===== src/source/backend_config.svh =====
// global widths for the pipeline back end, included by the packages and by the RTL that sizes ports
`ifndef BACKEND_CONFIG_SVH
`define BACKEND_CONFIG_SVH

// integer data width
`define XLEN 64

// register address width, 32 registers
`define REG_AW 5

// data memory depth as log2 of the doubleword count
`define DMEM_AW 8

`endif


===== src/source/mem_access_pkg.sv =====
// data memory access types shared by the pipeline records and the memory stage
`include "backend_config.svh"

package mem_access_pkg;

  // kind of memory access carried by an instruction
  typedef enum logic [1:0] {
    MEM_NONE  = 2'd0,
    MEM_LOAD  = 2'd1,
    MEM_STORE = 2'd2
  } mem_op_e;

  // access size, matches funct3[1:0] of loads and stores
  typedef enum logic [1:0] {
    MEM_B = 2'd0,
    MEM_H = 2'd1,
    MEM_W = 2'd2,
    MEM_D = 2'd3
  } mem_size_e;

  // request as it leaves execute
  typedef struct packed {
    mem_op_e          op;
    mem_size_e        size;
    logic             is_unsigned;
    logic [`XLEN-1:0] addr;
    logic [`XLEN-1:0] wdata;
  } mem_req_t;

endpackage


===== src/source/backend_pkg.sv =====
// pipeline record types passed between execute, memory and writeback
`include "backend_config.svh"

package backend_pkg;
  import mem_access_pkg::*;

  typedef logic [`XLEN-1:0]   xdata_t;
  typedef logic [`REG_AW-1:0] reg_addr_t;

  // which value goes to the register file
  typedef enum logic [1:0] {
    WR_ALU = 2'd0,
    WR_MEM = 2'd1,
    WR_CSR = 2'd2
  } wr_src_e;

  typedef struct packed {
    xdata_t      pc;
    logic [31:0] inst;
    logic        wen;
    reg_addr_t   wdest;
    wr_src_e     wr_src;
    xdata_t      alu_data;
    xdata_t      csr_data;
    mem_req_t    mem;
  } ex_to_mem_t;

  typedef struct packed {
    xdata_t      pc;
    logic [31:0] inst;
    logic        wen;
    reg_addr_t   wdest;
    wr_src_e     wr_src;
    xdata_t      alu_data;
    xdata_t      mem_data;
    xdata_t      csr_data;
  } mem_to_wb_t;

  // bypass record back to decode
  typedef struct packed {
    logic      wen;
    reg_addr_t wdest;
    xdata_t    wdata;
  } wb_forward_t;

  // retired instruction, compared against the trace
  typedef struct packed {
    logic        valid;
    xdata_t      pc;
    logic [31:0] inst;
    logic        wen;
    reg_addr_t   wdest;
    xdata_t      wdata;
  } commit_t;

endpackage


===== src/source/wb_stage.sv =====
// writeback stage: picks the result, drives the register write port, forward and commit records
module wb_stage
  import backend_pkg::*;
(
  input  logic        in_valid,
  input  mem_to_wb_t  in,
  output logic        reg_wen,
  output reg_addr_t   reg_waddr,
  output xdata_t      reg_wdata,
  output wb_forward_t forward,
  output commit_t     commit
);

  always_comb begin
    unique case (in.wr_src)
      WR_MEM: reg_wdata = in.mem_data;
      WR_CSR: reg_wdata = in.csr_data;
      default: reg_wdata = in.alu_data;
    endcase
  end

  // x0 writes dropped here so forward and commit agree with the regfile
  assign reg_wen   = in_valid && in.wen && (in.wdest != '0);
  assign reg_waddr = in.wdest;

  assign forward = '{
    wen:   reg_wen,
    wdest: reg_waddr,
    wdata: reg_wdata
  };

  assign commit = '{
    valid: in_valid,
    pc:    in.pc,
    inst:  in.inst,
    wen:   reg_wen,
    wdest: reg_waddr,
    wdata: reg_wdata
  };

endmodule


===== config.mk =====
export PLATFORM = sky130hd
export DESIGN_NAME = wb_stage
export DESIGN_NICKNAME = d
export VERILOG_FILES = /design/src/source/mem_access_pkg.sv /design/src/source/backend_pkg.sv /design/src/source/wb_stage.sv
export VERILOG_INCLUDE_DIRS = /design/src /design/src/source
export SDC_FILE = /design/constraint.sdc
export NUM_CORES = 1
export LEC_CHECK = 0
export BUFFER_PORTS_ARGS = -buffer_cell sky130_fd_sc_hd__buf_2
export CAP_MARGIN = 10
export CORE_AREA = 2 2 237 239
export DETAILED_ROUTE_END_ITERATION = 8
export DIE_AREA = 0 0 239 241
export PLACE_DENSITY = 0.33
export SLEW_MARGIN = 20
export SYNTH_ARGS = -nofsm -noshare
export SYNTH_HDL_FRONTEND = slang
export SYNTH_SLANG_ARGS = --single-unit

===== constraint.sdc =====
create_clock -name vclk -period 1.4
set_input_delay 0 -clock vclk [all_inputs]
set_output_delay 0 -clock vclk [all_outputs]
set_load 0.01 [all_outputs]

==> flow_metrics.tcl <==
set metrics [dict create \
    status "completed" \
    n_antenna_cell 0 \
    layout_commonest_cell "buf_2" \
    synthCells 468 \
    dieWidth_um 239 \
    grt_max_degree 49 \
    maxSlewViolCount 0 \
    ys.warnings.count 0 \
    clockPowerShare_pct 0 \
    avgSynthCellArea_um2 6.53 \
    post_drt_wl_per_cell_um 11.3 \
    setup_ws_ns 0.0905 \
    drive_gt1_share_pct 69.3 \
    fmax_mhz 764 \
    n_fill_cell 6486 \
    drtIter0Drc 135 \
    setup_viol 0 \
    finalNetCount 939 \
    seq_cells 0 \
    crit_path_end "commit[38]" \
    ios 604 \
    rsz0062_at_grt "no" \
    synth_seq_area_share_pct 0 \
    critical_path.endpoint_type "output port" \
    die_h_um 241 \
    rows 86 \
    dpl_worst_slack_ns -0.0631 \
    final_cell_mix "412 x buf_2, 64 x a22oi_1, 64 x nand2_1" \
    worstSetupStartpointType "input pin" \
    yosysTopAreaCell "buf_4" \
    drc 0 \
    dp_hpwl_um 12900 \
    finalWirelength_um 15200 \
    place_congestion 0.716 \
    ir_worst_vdd_v 0.000116 \
    drtAntennaViolNets 0 \
    power_per_cell_area_nw_per_um2 460 \
    min_from "in[221]" \
    place_area_um2 4320 \
    stdcell_count 1342 \
    overflow 0 \
    grt_pass1_wl_um 18300 \
    synthToLayoutAreaGrowth_pct 43.8 \
    slew_headroom_pct 69.1 \
    placed_cells 1337 \
    port_buffers 412 \
    leakage_nw 2.28 \
    synthTopCellsByArea "buf_4 61%, a22oi_1 16%, o21ai_0 10%" \
    die-area_um2 57600 \
    crit_required_ns 1.40 \
    switchingPower_mw 1.12 \
    antenna_found_initial 2 \
    fin_crit_sh_pct 93.5 \
    sw_frac_of_total_pct 55.3 \
    path_class "input pin to output port" \
    seq_power_share_pct 0 \
    cap_violations 0 \
    timing.hold.ws_ns 0.00000448 \
    cts_hold_buf 0 \
    vias 3576 \
    grtUsageTotal_pct 4.18 \
    synth_fp_nets 767 \
    first_global_vias 3098 \
    max_slew.worst_pin.slew_ns 0.458 \
    coreArea_um2 54900 \
    stdcell_area_um2 4390 \
    ys_types 10 \
    period_needed_ns 1.31 \
    clkbuf_count 0 \
    vias_per_cell 2.66 \
    netlist_area_um2 3050 \
    cp_max_fo 7 \
    intPower_mw 0.902 \
    hp-class "input pin to output port" \
    initial_core_util_pct 5.57 \
    crit_arrival_ns 1.31 \
    power_frac_comb_pct 100.0 \
    final-seq-area_um2 0 \
    synth_top_area_share_pct 61.5 \
    hold_viol 0 \
    critPathLaunch "in[193]" \
    first_pass_iters 4 \
]
## what timing repair did
action                                  in CTS  in global routing
pin swaps                                    0                  2
buffers inserted                             0                  4
endpoints found under the setup margin      12                 68
gates resized for setup                      4                 13
cloned                                       0                  1
## critical path: stages
cell and delay [ns]:
buf_2 0.14, inv_1 0.10, ha_4 0.23, buf_4 0.17
a22oi_1 0.06, o21ai_0 0.39, buf_2 0.22
## worst min path at each step
stage	to	slack [ns]	depth (start not counted)
after global routing	commit[155]	0.00002	0
final	commit[91]	0.000004	0
after global placement	commit[108]	0.00007	0
after detailed placement	commit[108]	0.00007	0
after floorplan	commit[100]	0.09	1
after CTS	commit[108]	0.00007	0
## final cells by class
type | count | area (µm²) | area share (%)
Multi-Input combinational cell | 196 | 1110 | 25.2
Tap cell | 704 | 881 | 20.1
Inverter | 2 | 7.51 | 0.171
Timing Repair Buffer | 440 | 2390 | 54.5
## power groups by stage
stage	combinational, mW	clock (mW)	sequential (mW)
floorplan	1.70	0	0
global placement	2.01	0	0
detailed placement	1.98	0	0
CTS	1.99	0	0
global route	2.23	0	0
finish	2.02	0	0
## kinds of logic (layout without fill, tap and decap cells)
family	Yosys count	after routing	synth area share, %
buffers and inverters	272	442	64.6
adder cells (fa/ha/maj)	2	2	0.819
AND/OR/NAND/NOR	65	65	8.07
AO/OA/AOI/OAI	129	129	26.5
## stage by stage
stage               setup TNS, ns  util (%)  power [mW]
detailed placement         -0.379      7.87        1.98
finish                          0      8.00        2.02
global route                    0      8.00        2.23
CTS                             0      7.87        1.99
floorplan                       0         -        1.70
global placement           -0.296      7.87        2.01
## cells in the mapped netlist (all sizes together)
master and n:
buf 260, a22oi 64, nand2 64, o21ai 64
clkbuf 10, ha 2, inv 2, o311a 1
or3 1
## layer usage
metal  vias to the layer above  wire [µm]  track usage [%]
met5                         -         27                0
met4                         4        705             1.91
met3                        36       2070             1.91
met2                       333       7220             7.43
met1                      1531       5150             4.19
li1                       1672          -                -
Power figures use the tool's default switching activity.
