File: src/source/backend_config.svh
// global widths for the pipeline back end, included by the packages and by the RTL that sizes ports
`ifndef BACKEND_CONFIG_SVH
`define BACKEND_CONFIG_SVH

// integer data width
`define XLEN 64

// register address width, 32 registers
`define REG_AW 5

// data memory depth as log2 of the doubleword count
`define DMEM_AW 8

`endif

File: src/source/mem_access_pkg.sv
// data memory access types shared by the pipeline records and the memory stage
`include "backend_config.svh"

package mem_access_pkg;

  // kind of memory access carried by an instruction
  typedef enum logic [1:0] {
    MEM_NONE  = 2'd0,
    MEM_LOAD  = 2'd1,
    MEM_STORE = 2'd2
  } mem_op_e;

  // access size, matches funct3[1:0] of loads and stores
  typedef enum logic [1:0] {
    MEM_B = 2'd0,
    MEM_H = 2'd1,
    MEM_W = 2'd2,
    MEM_D = 2'd3
  } mem_size_e;

  // request as it leaves execute
  typedef struct packed {
    mem_op_e          op;
    mem_size_e        size;
    logic             is_unsigned;
    logic [`XLEN-1:0] addr;
    logic [`XLEN-1:0] wdata;
  } mem_req_t;

endpackage

File: src/source/backend_pkg.sv
// pipeline record types passed between execute, memory and writeback
`include "backend_config.svh"

package backend_pkg;
  import mem_access_pkg::*;

  typedef logic [`XLEN-1:0]   xdata_t;
  typedef logic [`REG_AW-1:0] reg_addr_t;

  // which value goes to the register file
  typedef enum logic [1:0] {
    WR_ALU = 2'd0,
    WR_MEM = 2'd1,
    WR_CSR = 2'd2
  } wr_src_e;

  typedef struct packed {
    xdata_t      pc;
    logic [31:0] inst;
    logic        wen;
    reg_addr_t   wdest;
    wr_src_e     wr_src;
    xdata_t      alu_data;
    xdata_t      csr_data;
    mem_req_t    mem;
  } ex_to_mem_t;

  typedef struct packed {
    xdata_t      pc;
    logic [31:0] inst;
    logic        wen;
    reg_addr_t   wdest;
    wr_src_e     wr_src;
    xdata_t      alu_data;
    xdata_t      mem_data;
    xdata_t      csr_data;
  } mem_to_wb_t;

  // bypass record back to decode
  typedef struct packed {
    logic      wen;
    reg_addr_t wdest;
    xdata_t    wdata;
  } wb_forward_t;

  // retired instruction, compared against the trace
  typedef struct packed {
    logic        valid;
    xdata_t      pc;
    logic [31:0] inst;
    logic        wen;
    reg_addr_t   wdest;
    xdata_t      wdata;
  } commit_t;

endpackage

File: src/source/mem_stage.sv
// memory stage: issues the data memory request and aligns returning load data for writeback
`include "backend_config.svh"

module mem_stage
  import mem_access_pkg::*, backend_pkg::*;
(
  input  logic                in_valid,
  input  mem_req_t            req,
  input  logic                rec_valid,
  input  ex_to_mem_t          rec,
  output logic                dmem_en,
  output logic [`DMEM_AW-1:0] dmem_addr,
  output logic                dmem_we,
  output logic [7:0]          dmem_wmask,
  output logic [`XLEN-1:0]    dmem_wdata,
  input  logic [`XLEN-1:0]    dmem_rdata,
  output logic                out_valid,
  output mem_to_wb_t          out
);

  logic [2:0]       offset;
  logic [`XLEN-1:0] lane;
  logic [`XLEN-1:0] load_data;

  // request side, straight from execute
  assign offset     = req.addr[2:0];
  assign dmem_en    = in_valid && (req.op != MEM_NONE);
  assign dmem_we    = in_valid && (req.op == MEM_STORE);
  assign dmem_addr  = req.addr[`DMEM_AW+2:3];

  // alignment assumed, no trap on a misaligned access
  always_comb begin
    unique case (req.size)
      MEM_B: dmem_wmask = 8'h01 << offset;
      MEM_H: dmem_wmask = 8'h03 << offset;
      MEM_W: dmem_wmask = 8'h0f << offset;
      default: dmem_wmask = 8'hff;
    endcase
  end

  // replicate so every lane carries the store data
  always_comb begin
    unique case (req.size)
      MEM_B: dmem_wdata = {8{req.wdata[7:0]}};
      MEM_H: dmem_wdata = {4{req.wdata[15:0]}};
      MEM_W: dmem_wdata = {2{req.wdata[31:0]}};
      default: dmem_wdata = req.wdata;
    endcase
  end

  // return side uses the registered record
  assign lane = dmem_rdata >> {rec.mem.addr[2:0], 3'b000};

  always_comb begin
    unique case (rec.mem.size)
      MEM_B: load_data = rec.mem.is_unsigned ? {{(`XLEN-8){1'b0}}, lane[7:0]}
                                             : {{(`XLEN-8){lane[7]}}, lane[7:0]};
      MEM_H: load_data = rec.mem.is_unsigned ? {{(`XLEN-16){1'b0}}, lane[15:0]}
                                             : {{(`XLEN-16){lane[15]}}, lane[15:0]};
      MEM_W: load_data = rec.mem.is_unsigned ? {{(`XLEN-32){1'b0}}, lane[31:0]}
                                             : {{(`XLEN-32){lane[31]}}, lane[31:0]};
      default: load_data = lane;
    endcase
  end

  assign out_valid = rec_valid;
  assign out = '{
    pc:       rec.pc,
    inst:     rec.inst,
    wen:      rec.wen,
    wdest:    rec.wdest,
    wr_src:   rec.wr_src,
    alu_data: rec.alu_data,
    mem_data: load_data,
    csr_data: rec.csr_data
  };

endmodule

File: config.mk
export PLATFORM = sky130hd
export DESIGN_NAME = mem_stage
export DESIGN_NICKNAME = d
export VERILOG_FILES = /design/src/source/mem_access_pkg.sv /design/src/source/backend_pkg.sv /design/src/source/mem_stage.sv
export VERILOG_INCLUDE_DIRS = /design/src /design/src/source
export SDC_FILE = /design/constraint.sdc
export NUM_CORES = 1
export LEC_CHECK = 0
export ABC_CLOCK_PERIOD_IN_PS = 6900
export BUFFER_PORTS_ARGS = -buffer_cell sky130_fd_sc_hd__buf_2
export CORE_AREA = 4 4 369 371
export DETAILED_ROUTE_END_ITERATION = 10
export DIE_AREA = 0 0 373 375
export PLACE_DENSITY = 0.3
export REMOVE_ABC_BUFFERS = 1
export SLEW_MARGIN = 20
export SYNTH_ARGS = -nofsm -noshare
export SYNTH_HDL_FRONTEND = slang
export SYNTH_SLANG_ARGS = --single-unit
File: constraint.sdc
create_clock -name vclk -period 6.9
set_clock_uncertainty 0.15 [all_clocks]
set_input_delay 1.725 -clock vclk [all_inputs]
set_output_delay 1.725 -clock vclk [all_outputs]
set_load 0.05 [all_outputs]
==> run metrics <==
outcome=finished, final reports clean; Starting Density=0.0399; Synth Area in Compound Gates=0.182; Ys Warns=0; Netlist cell types=47; largest family of logic cells by synthesized area=buffers and inverters; Mapped Cells=678; share of cells above drive strength 1=0.509; simple-gate share of the synthesized area=0.152; worst setup margin=between 0.7 and 0.8 ns; crit share post-route=0.886; post-CTS sizing=0; via count=roughly 6000; chip width=~370 µm; setup TNS after final layout=0 ns; DR WL/cell=48.1 µm; Worst setup EP type=output pin; worst hold path class=input pin to output pin; Post-Syn Area=around 0.0053 mm²; Setup CP Type=input pin to output pin; Post-DP Area=0.00690 mm²; Placement Setup Slack=approximately 0.78 ns; Total GRT Usage=0.160; TritonRoute pass-1 iters=5; CP required=just over 5 ns; post-synth top area share=0.361; PwrDens=around 110 mW/mm²; clock buffer count=0; ranking of synthesized cells by area=buf_4, mux4_2, mux2i_1, buf_6, nand4_1; max frequency=roughly 160 MHz; Post-Place Cells=~2400; post-synth top area cell=buf_4; most frequent cells in the layout=buf_2, nand2_1, mux2i_1; Max VDD drop=~54 µV; Die Area=approximately 0.14 mm²; largest net degree at the start of global routing=around 50; mean post-synth cell area=between 7 and 8 µm²; Post-Layout Inst Area=about 0.0069 mm²; worst-margin pin slew=0.989 ns; Nets=approximately 1200; Layout area overhead=30.3%; final std cells w/o fill=2441; CP Data Arrival Time=about 4.2 ns; final setup vio count=0; total gr overflow=0; number of I/O pins=around 940; CTS Hold Bufs=0; RSZ-0062 raised after global routing=no; FF+latch area=0 µm²; post-route DRC violation count=0; Leakage=roughly 2.7 nW; num sequential=0; number of global-route vias before repair=5581; Worst slew margin=0.339; initial detailed-routing violation count=a little over 500; area of the multi-input gates=~0.0030 mm²; port bufs=280; Post-Synth XOR/XNOR Area=0; Final GP Congestion=around 0.84; sequential area share after synthesis=0; final hold vios=0; crit path time final=between 6 and 7 ns; worst-path maximum fanout=37; routed wire length=~120 mm; die height=around 380 µm; detailed placement HPWL=approximately 110 mm; most common cell after layout, fill and taps aside=buf_2; Adder-Cell Fraction of Synth Area=0.0118; Final ANT Viol Nets=0; Slew Viols, Final=0; core area=0.133 mm²; max-capacitance violation count=0; vias per cell=between 2 and 3; initial antenna violation count=8; Post-CTS Repair Setup Buffers=0; mux contribution to synthesized area=0.226; fillers=approximately 16000; row cnt=134; Worst setup SP type=input pin; first-pass GRT wire length=132 mm
where the power goes:
part	total (W)	switching, W	internal [W]
sequential	0	0	0
clock	0.00000000000122	0	0.00000000000120
combinational	0.000765	0.000564	0.000200
total	0.000765	0.000564	0.000200
through the flow:
stage	power (W)	hold WS (ns)	utilization
floorplan	0.000448	3.30	-
global placement	0.000776	3.30	0.0519
detailed placement	0.000773	3.30	0.0519
CTS	0.000775	3.30	0.0519
global route	0.000795	3.30	0.0519
finish	0.000765	3.30	0.0519
worst paths after layout:
check / start / cells after the start / to / slack [ns]
max: rec[65] / 7 / out[116] / 0.79
min: rec[194] / 0 / out[61] / 3.30
cell families (layout without fill, tap and decap cells):
kind of cell               count (synthesis)  count (layout)
other                                      0               3
adders and majority gates                  5               5
and+or+nand+nor                          157             157
AOI/OAI and AO/OA                        128             128
muxes                                     79              79
buffers and inverters                    309             301
final cells by class:
cell class,instances,share of cell area
well taps,1768,0.320
repair buffers,296,0.237
multi-input cells,369,0.439
inverters,5,0.00272
diodes,3,0.00109
cells in the mapped netlist (all sizes together), types with 2 or more instances:
master and instances:
o221ai 2, a21oi 2, o31ai 2, a22oi 18, or2 2, nand3 17
nand4 28, o21ai 38, clkbuf 19, o2111ai 6, ha 5, mux2 12
inv 5, and3b 2, mux4 30, a221o 15, nand2 41, nor2b 20
and3 10, o2bb2ai 8, nand2b 3, buf 285, nor2 28, a22o 17
a21o 16, mux2i 37
routing by layer:
metal	track usage	vias to the layer above	share of wire
li1	-	2177	-
met1	0.110	2874	0.24
met2	0.220	1027	0.39
met3	0.266	46	0.35
met4	0.00846	20	0.0083
met5	0.0954	-	0.016
critical path: stages:
cell	delay (ns)
buf_2	0.47
mux2i_1	0.29
a22oi_1	0.26
nand4_1	0.55
buf_12	0.40
o2111ai_1	0.17
buf_2	0.34
Power figures use the tool's default switching activity.
