File: src/source/backend_config.svh
// global widths for the pipeline back end, included by the packages and by the RTL that sizes ports
`ifndef BACKEND_CONFIG_SVH
`define BACKEND_CONFIG_SVH

// integer data width
`define XLEN 64

// register address width, 32 registers
`define REG_AW 5

// data memory depth as log2 of the doubleword count
`define DMEM_AW 8

`endif

File: src/source/mem_access_pkg.sv
// data memory access types shared by the pipeline records and the memory stage
`include "backend_config.svh"

package mem_access_pkg;

  // kind of memory access carried by an instruction
  typedef enum logic [1:0] {
    MEM_NONE  = 2'd0,
    MEM_LOAD  = 2'd1,
    MEM_STORE = 2'd2
  } mem_op_e;

  // access size, matches funct3[1:0] of loads and stores
  typedef enum logic [1:0] {
    MEM_B = 2'd0,
    MEM_H = 2'd1,
    MEM_W = 2'd2,
    MEM_D = 2'd3
  } mem_size_e;

  // request as it leaves execute
  typedef struct packed {
    mem_op_e          op;
    mem_size_e        size;
    logic             is_unsigned;
    logic [`XLEN-1:0] addr;
    logic [`XLEN-1:0] wdata;
  } mem_req_t;

endpackage

File: src/source/backend_pkg.sv
// pipeline record types passed between execute, memory and writeback
`include "backend_config.svh"

package backend_pkg;
  import mem_access_pkg::*;

  typedef logic [`XLEN-1:0]   xdata_t;
  typedef logic [`REG_AW-1:0] reg_addr_t;

  // which value goes to the register file
  typedef enum logic [1:0] {
    WR_ALU = 2'd0,
    WR_MEM = 2'd1,
    WR_CSR = 2'd2
  } wr_src_e;

  typedef struct packed {
    xdata_t      pc;
    logic [31:0] inst;
    logic        wen;
    reg_addr_t   wdest;
    wr_src_e     wr_src;
    xdata_t      alu_data;
    xdata_t      csr_data;
    mem_req_t    mem;
  } ex_to_mem_t;

  typedef struct packed {
    xdata_t      pc;
    logic [31:0] inst;
    logic        wen;
    reg_addr_t   wdest;
    wr_src_e     wr_src;
    xdata_t      alu_data;
    xdata_t      mem_data;
    xdata_t      csr_data;
  } mem_to_wb_t;

  // bypass record back to decode
  typedef struct packed {
    logic      wen;
    reg_addr_t wdest;
    xdata_t    wdata;
  } wb_forward_t;

  // retired instruction, compared against the trace
  typedef struct packed {
    logic        valid;
    xdata_t      pc;
    logic [31:0] inst;
    logic        wen;
    reg_addr_t   wdest;
    xdata_t      wdata;
  } commit_t;

endpackage

File: src/source/regfile.sv
// integer register file with one write port and two combinational read ports
module regfile
  import backend_pkg::*;
(
  input  logic      clk,
  input  logic      rst,
  input  logic      wen,
  input  reg_addr_t waddr,
  input  xdata_t    wdata,
  input  reg_addr_t raddr1,
  input  reg_addr_t raddr2,
  output xdata_t    rdata1,
  output xdata_t    rdata2
);

  localparam int NREGS = 2 ** $bits(reg_addr_t);

  xdata_t regs [NREGS];

  always_ff @(posedge clk) begin
    if (rst) begin
      for (int i = 0; i < NREGS; i++) begin
        regs[i] <= '0;
      end
    end else if (wen && (waddr != '0)) begin
      regs[waddr] <= wdata;
    end
  end

  // no write-to-read bypass
  assign rdata1 = (raddr1 == '0) ? '0 : regs[raddr1];
  assign rdata2 = (raddr2 == '0) ? '0 : regs[raddr2];

endmodule

File: config.mk
export PLATFORM = sky130hd
export DESIGN_NAME = regfile
export DESIGN_NICKNAME = d
export VERILOG_FILES = /design/src/source/mem_access_pkg.sv /design/src/source/backend_pkg.sv /design/src/source/regfile.sv
export VERILOG_INCLUDE_DIRS = /design/src /design/src/source
export SDC_FILE = /design/constraint.sdc
export NUM_CORES = 2
export LEC_CHECK = 0
export BUFFER_PORTS_ARGS = -buffer_cell sky130_fd_sc_hd__buf_2
export CORE_MARGIN = 2
export CORE_UTILIZATION = 30
export CTS_BUF_LIST = sky130_fd_sc_hd__clkbuf_8
export CTS_CLUSTER_SIZE = 14
export DETAILED_ROUTE_END_ITERATION = 10
export PLACE_DENSITY = 0.53
export SLEW_MARGIN = 40
export SYNTH_ARGS = -nofsm -noshare
export SYNTH_HDL_FRONTEND = slang
export SYNTH_SLANG_ARGS = --single-unit
File: constraint.sdc
create_clock -name clk -period 2.7 [get_ports clk]
set_clock_uncertainty 0.1 [all_clocks]
set_input_delay 0.54 -clock clk [delete_from_list [all_inputs] [get_ports clk]]
set_output_delay 0.54 -clock clk [all_outputs]
set_load 0.02 [all_outputs]
==> results by group <==
Setup path
  – Worst Path Required: 2.06 ns
  – Type of origin of the critical path: flop
  – Critical Path End Type: output pin
  – CP Data Arrival Time: 3.02 ns
  – Kind of critical path: reg -> out
  – Crit Path Max Fanout: 2

Placement
  – DP Wirelength: 304,200 um
  – Routability cong.: 0.8814
  – IO Port Bufs: 209
  – Placed Instance Area: 123,800 um2

Synthesis
  – Avg Inst Size Synth: 15.34 um2
  – Post-synthesis xor/xnor area fraction: 0%
  – Post-synth ARST share: 0%
  – Synth area leaders: edfxtp_1, mux4_2, and2_1, mux2i_1, clkbuf_1
  – Mapped Area: 108,300 um2
  – Synthesized instance count: 7,055
  – Synth warnings: 0
  – Seq/Total Area, Yosys: 56.81%
  – Post-synth top area cell: edfxtp_1
  – Main combinational cell family by area after synthesis: multiplexers
  – Synth unique cells: 44
  – Synth Area in Compound Gates: 3.746%
  – Yosys top cell area share: 56.81%
  – Mux cell area share after synthesis: 23.47%
  – Simple-gate area share of the yosys netlist: 12.80%
  – Flops & latches, synth: 2,048
  – Main synth FF type: edfxtp_1
  – EDFF count, synth: 2,048
  – Post-synthesis adder-cell area fraction: 0%

Timing
  – TNS Setup: -82.98 ns
  – Post-route setup slack: -0.9566 ns
  – Max Clock Freq: 0.2735 GHz
  – Count of final hold-check violations: 0
  – RSZ-0062 raised after global routing: yes
  – Final setup viols: 128
  – Slew Limit Fails: 0
  – Max-slew headroom at the worst pin: 39.93%
  – Worst-Margin Slew: 0.9011 ns
  – Post-route clock period utilization: 135.4%
  – Crit path time final: 3.657 ns

Pwr
  – VDD IR max: 0.3731 mV
  – Flop pwr share: 48.7%
  – Clock share of power: 34.4%
  – LEAKAGE: 46.86 nW
  – Gate power share: 16.9%
  – Pwr dens: 582.2 nW/um2
  – P_sw: 21.93 mW
  – Sw frac: 28.34%
  – Pint: 55.46 mW

GRT
  – GRT Util Overall: 25.98%
  – Met2 usage: 41.74%
  – Vias in the first global route: 74,560
  – Met1 Use GR: 32.38%
  – Largest net degree at the start of global routing: 77
  – Grt met3 use: 5.824%
  – GRT Max-Usage Layer: met2
  – First-pass GRT wire length: 649,800 um
  – Initial antenna violation count: 99
  – Grt ovf: 0

Layout
  – Commonest cells after routing, fill and taps aside: edfxtp_1, and2_1, mux4_2, buf_4, mux2i_1
  – Max reg flops: 2,048
  – Reg with most FFs: regs
  – Most common cell after layout, fill and taps aside: edfxtp_1
  – Layout cell share with drive strength beyond 1: 35.89%
  – Area growth from synthesis to layout: 22.79%
  – Top Registers: regs (2048)
  – Final net count: 7,869
  – Final std cell area, no fill: 132,900 um2

Clocking
  – CTS sink cnt: 2,048
  – CTS tree: done
  – Clock slew at reported path FFs: 0.07 ns
  – H-tree depth: 5
  – Clock Tree Root: clkbuf_8
  – Clock Path Buffers: 4
  – Inserted Clock Buffers: 346

Routing
  – Iter 0 DRT Violations: 11,350
  – Post-DR wirelength/cell: 37.60 um
  – Final wirelength: 484,200 um
  – Post-route antenna net violation count: 0
  – Via count: 74,910
  – Drt via density: 5.817
  – Post-route DRC violation count: 0
  – TritonRoute pass-1 iters: 5

Floorplan
  – Core region area: 359,200 um2
  – Row cnt: 220
  – Die area: 365,700 um2
  – DIE HEIGHT: 604.7 um
  – Die W: 604.7 um
  – Io pins: 210
  – Initial Utilization: 30.14%

Outcome
  – Violated checks: setup timing
  – Status: finished with violations

Hold path
  – Hold Crit Depth: 2
  – Hold Crit Class: in -> reg

Run
  – Max Cap Violations: 0
cell usage after synthesis, types with 15 or more instances:
cell       count
nand2_1      108
a32oi_1       30
nand3_1       22
mux4_2       906
mux2i_1      363
o22ai_1      100
clkbuf_1     575
buf_1         47
o211ai_1      30
a21oi_1       49
o2111ai_1     30
buf_2        107
o221ai_1      54
and3_1        31
nor2_1        57
edfxtp_1    2048
mux2_2       122
a22oi_1       74
buf_6         23
buf_4         36
a221oi_1      58
or2_2         35
nor2b_1       15
a21o_1        42
a22o_1        30
and2_1      1986
area by class of cell:
| cell class | instances | area [um2] |
|---|---|---|
| Fill cell | 33630 | 226300 |
| Sequential cell | 2048 | 61500 |
| Multi-Input combinational cell | 4278 | 46130 |
| Timing Repair Buffer | 1111 | 13010 |
| Tap cell | 4773 | 5972 |
| Clock buffer | 355 | 4886 |
| Clock inverter | 250 | 1277 |
| Antenna cell | 61 | 152.6 |
| Inverter | 2 | 8.758 |
critical path, cell delays in order (launching register included):
cell       delay (ns)
edfxtp_1         0.37
mux4_2           0.26
mux2i_1          0.08
nor2_1           0.19
a2111oi_4        0.08
a2111oi_4        0.71
buf_4            0.28
metrics by stage:
stage	util, %	setup slack, ns	instances	total power [mW]	hold WS [ns]
finish	37.00	-0.9566	12880	77.39	0.05624
CTS	36.82	-1.016	12800	77.27	0.0001518
global placement	34.44	-1.531	12160	50.02	1.050
global route	36.97	-0.9827	12830	79.16	0.04534
detailed placement	34.45	-1.190	12170	50.20	1.054
floorplan	-	-0.1105	7118	44.20	0.6382
final timing paths:
path / from / end / slack (ns)
min: wdata[35] / regs[30][35] / 0.06
max: regs[2][47] / rdata1[47] / -0.96
routing by layer:
metal	up-vias	wire length (um)
met5	-	123
met4	18	30380
met3	1257	50880
met2	5261	226000
met1	39570	176800
li1	28810	-
power by group through the flow:
| stage | registers [mW] | logic [mW] | clock network, mW |
|---|---|---|---|
| after floorplan | 37.9 | 6.31 | 0 |
| after global placement | 38.1 | 11.9 | 0 |
| after detailed placement | 38.3 | 11.9 | 0 |
| final | 37.7 | 13.1 | 26.6 |
| after global routing | 37.8 | 13.3 | 28.1 |
| after CTS | 37.6 | 12.8 | 26.8 |
timing repair:
| item | 4_1_cts | 5_1_grt |
|---|---|---|
| resized for setup | 497 | 79 |
| pin swaps | 241 | 72 |
| endpoints found under the setup margin | 128 | 128 |
| gates cloned | 1 | 0 |
| buffers inserted | 18 | 18 |
| hold buffers | 36 | 0 |
| endpoints found under the hold margin | 669 | 0 |
cells by family (layout without fill, tap and decap cells):
group | after synthesis | count (layout)
simple gates | 2284 | 2284
flops | 2048 | 2048
mux | 1391 | 1391
buf+inv | 792 | 1718
compound gates | 539 | 539
other cells | 1 | 125
Note: power is estimated with default switching activity, not from simulation.
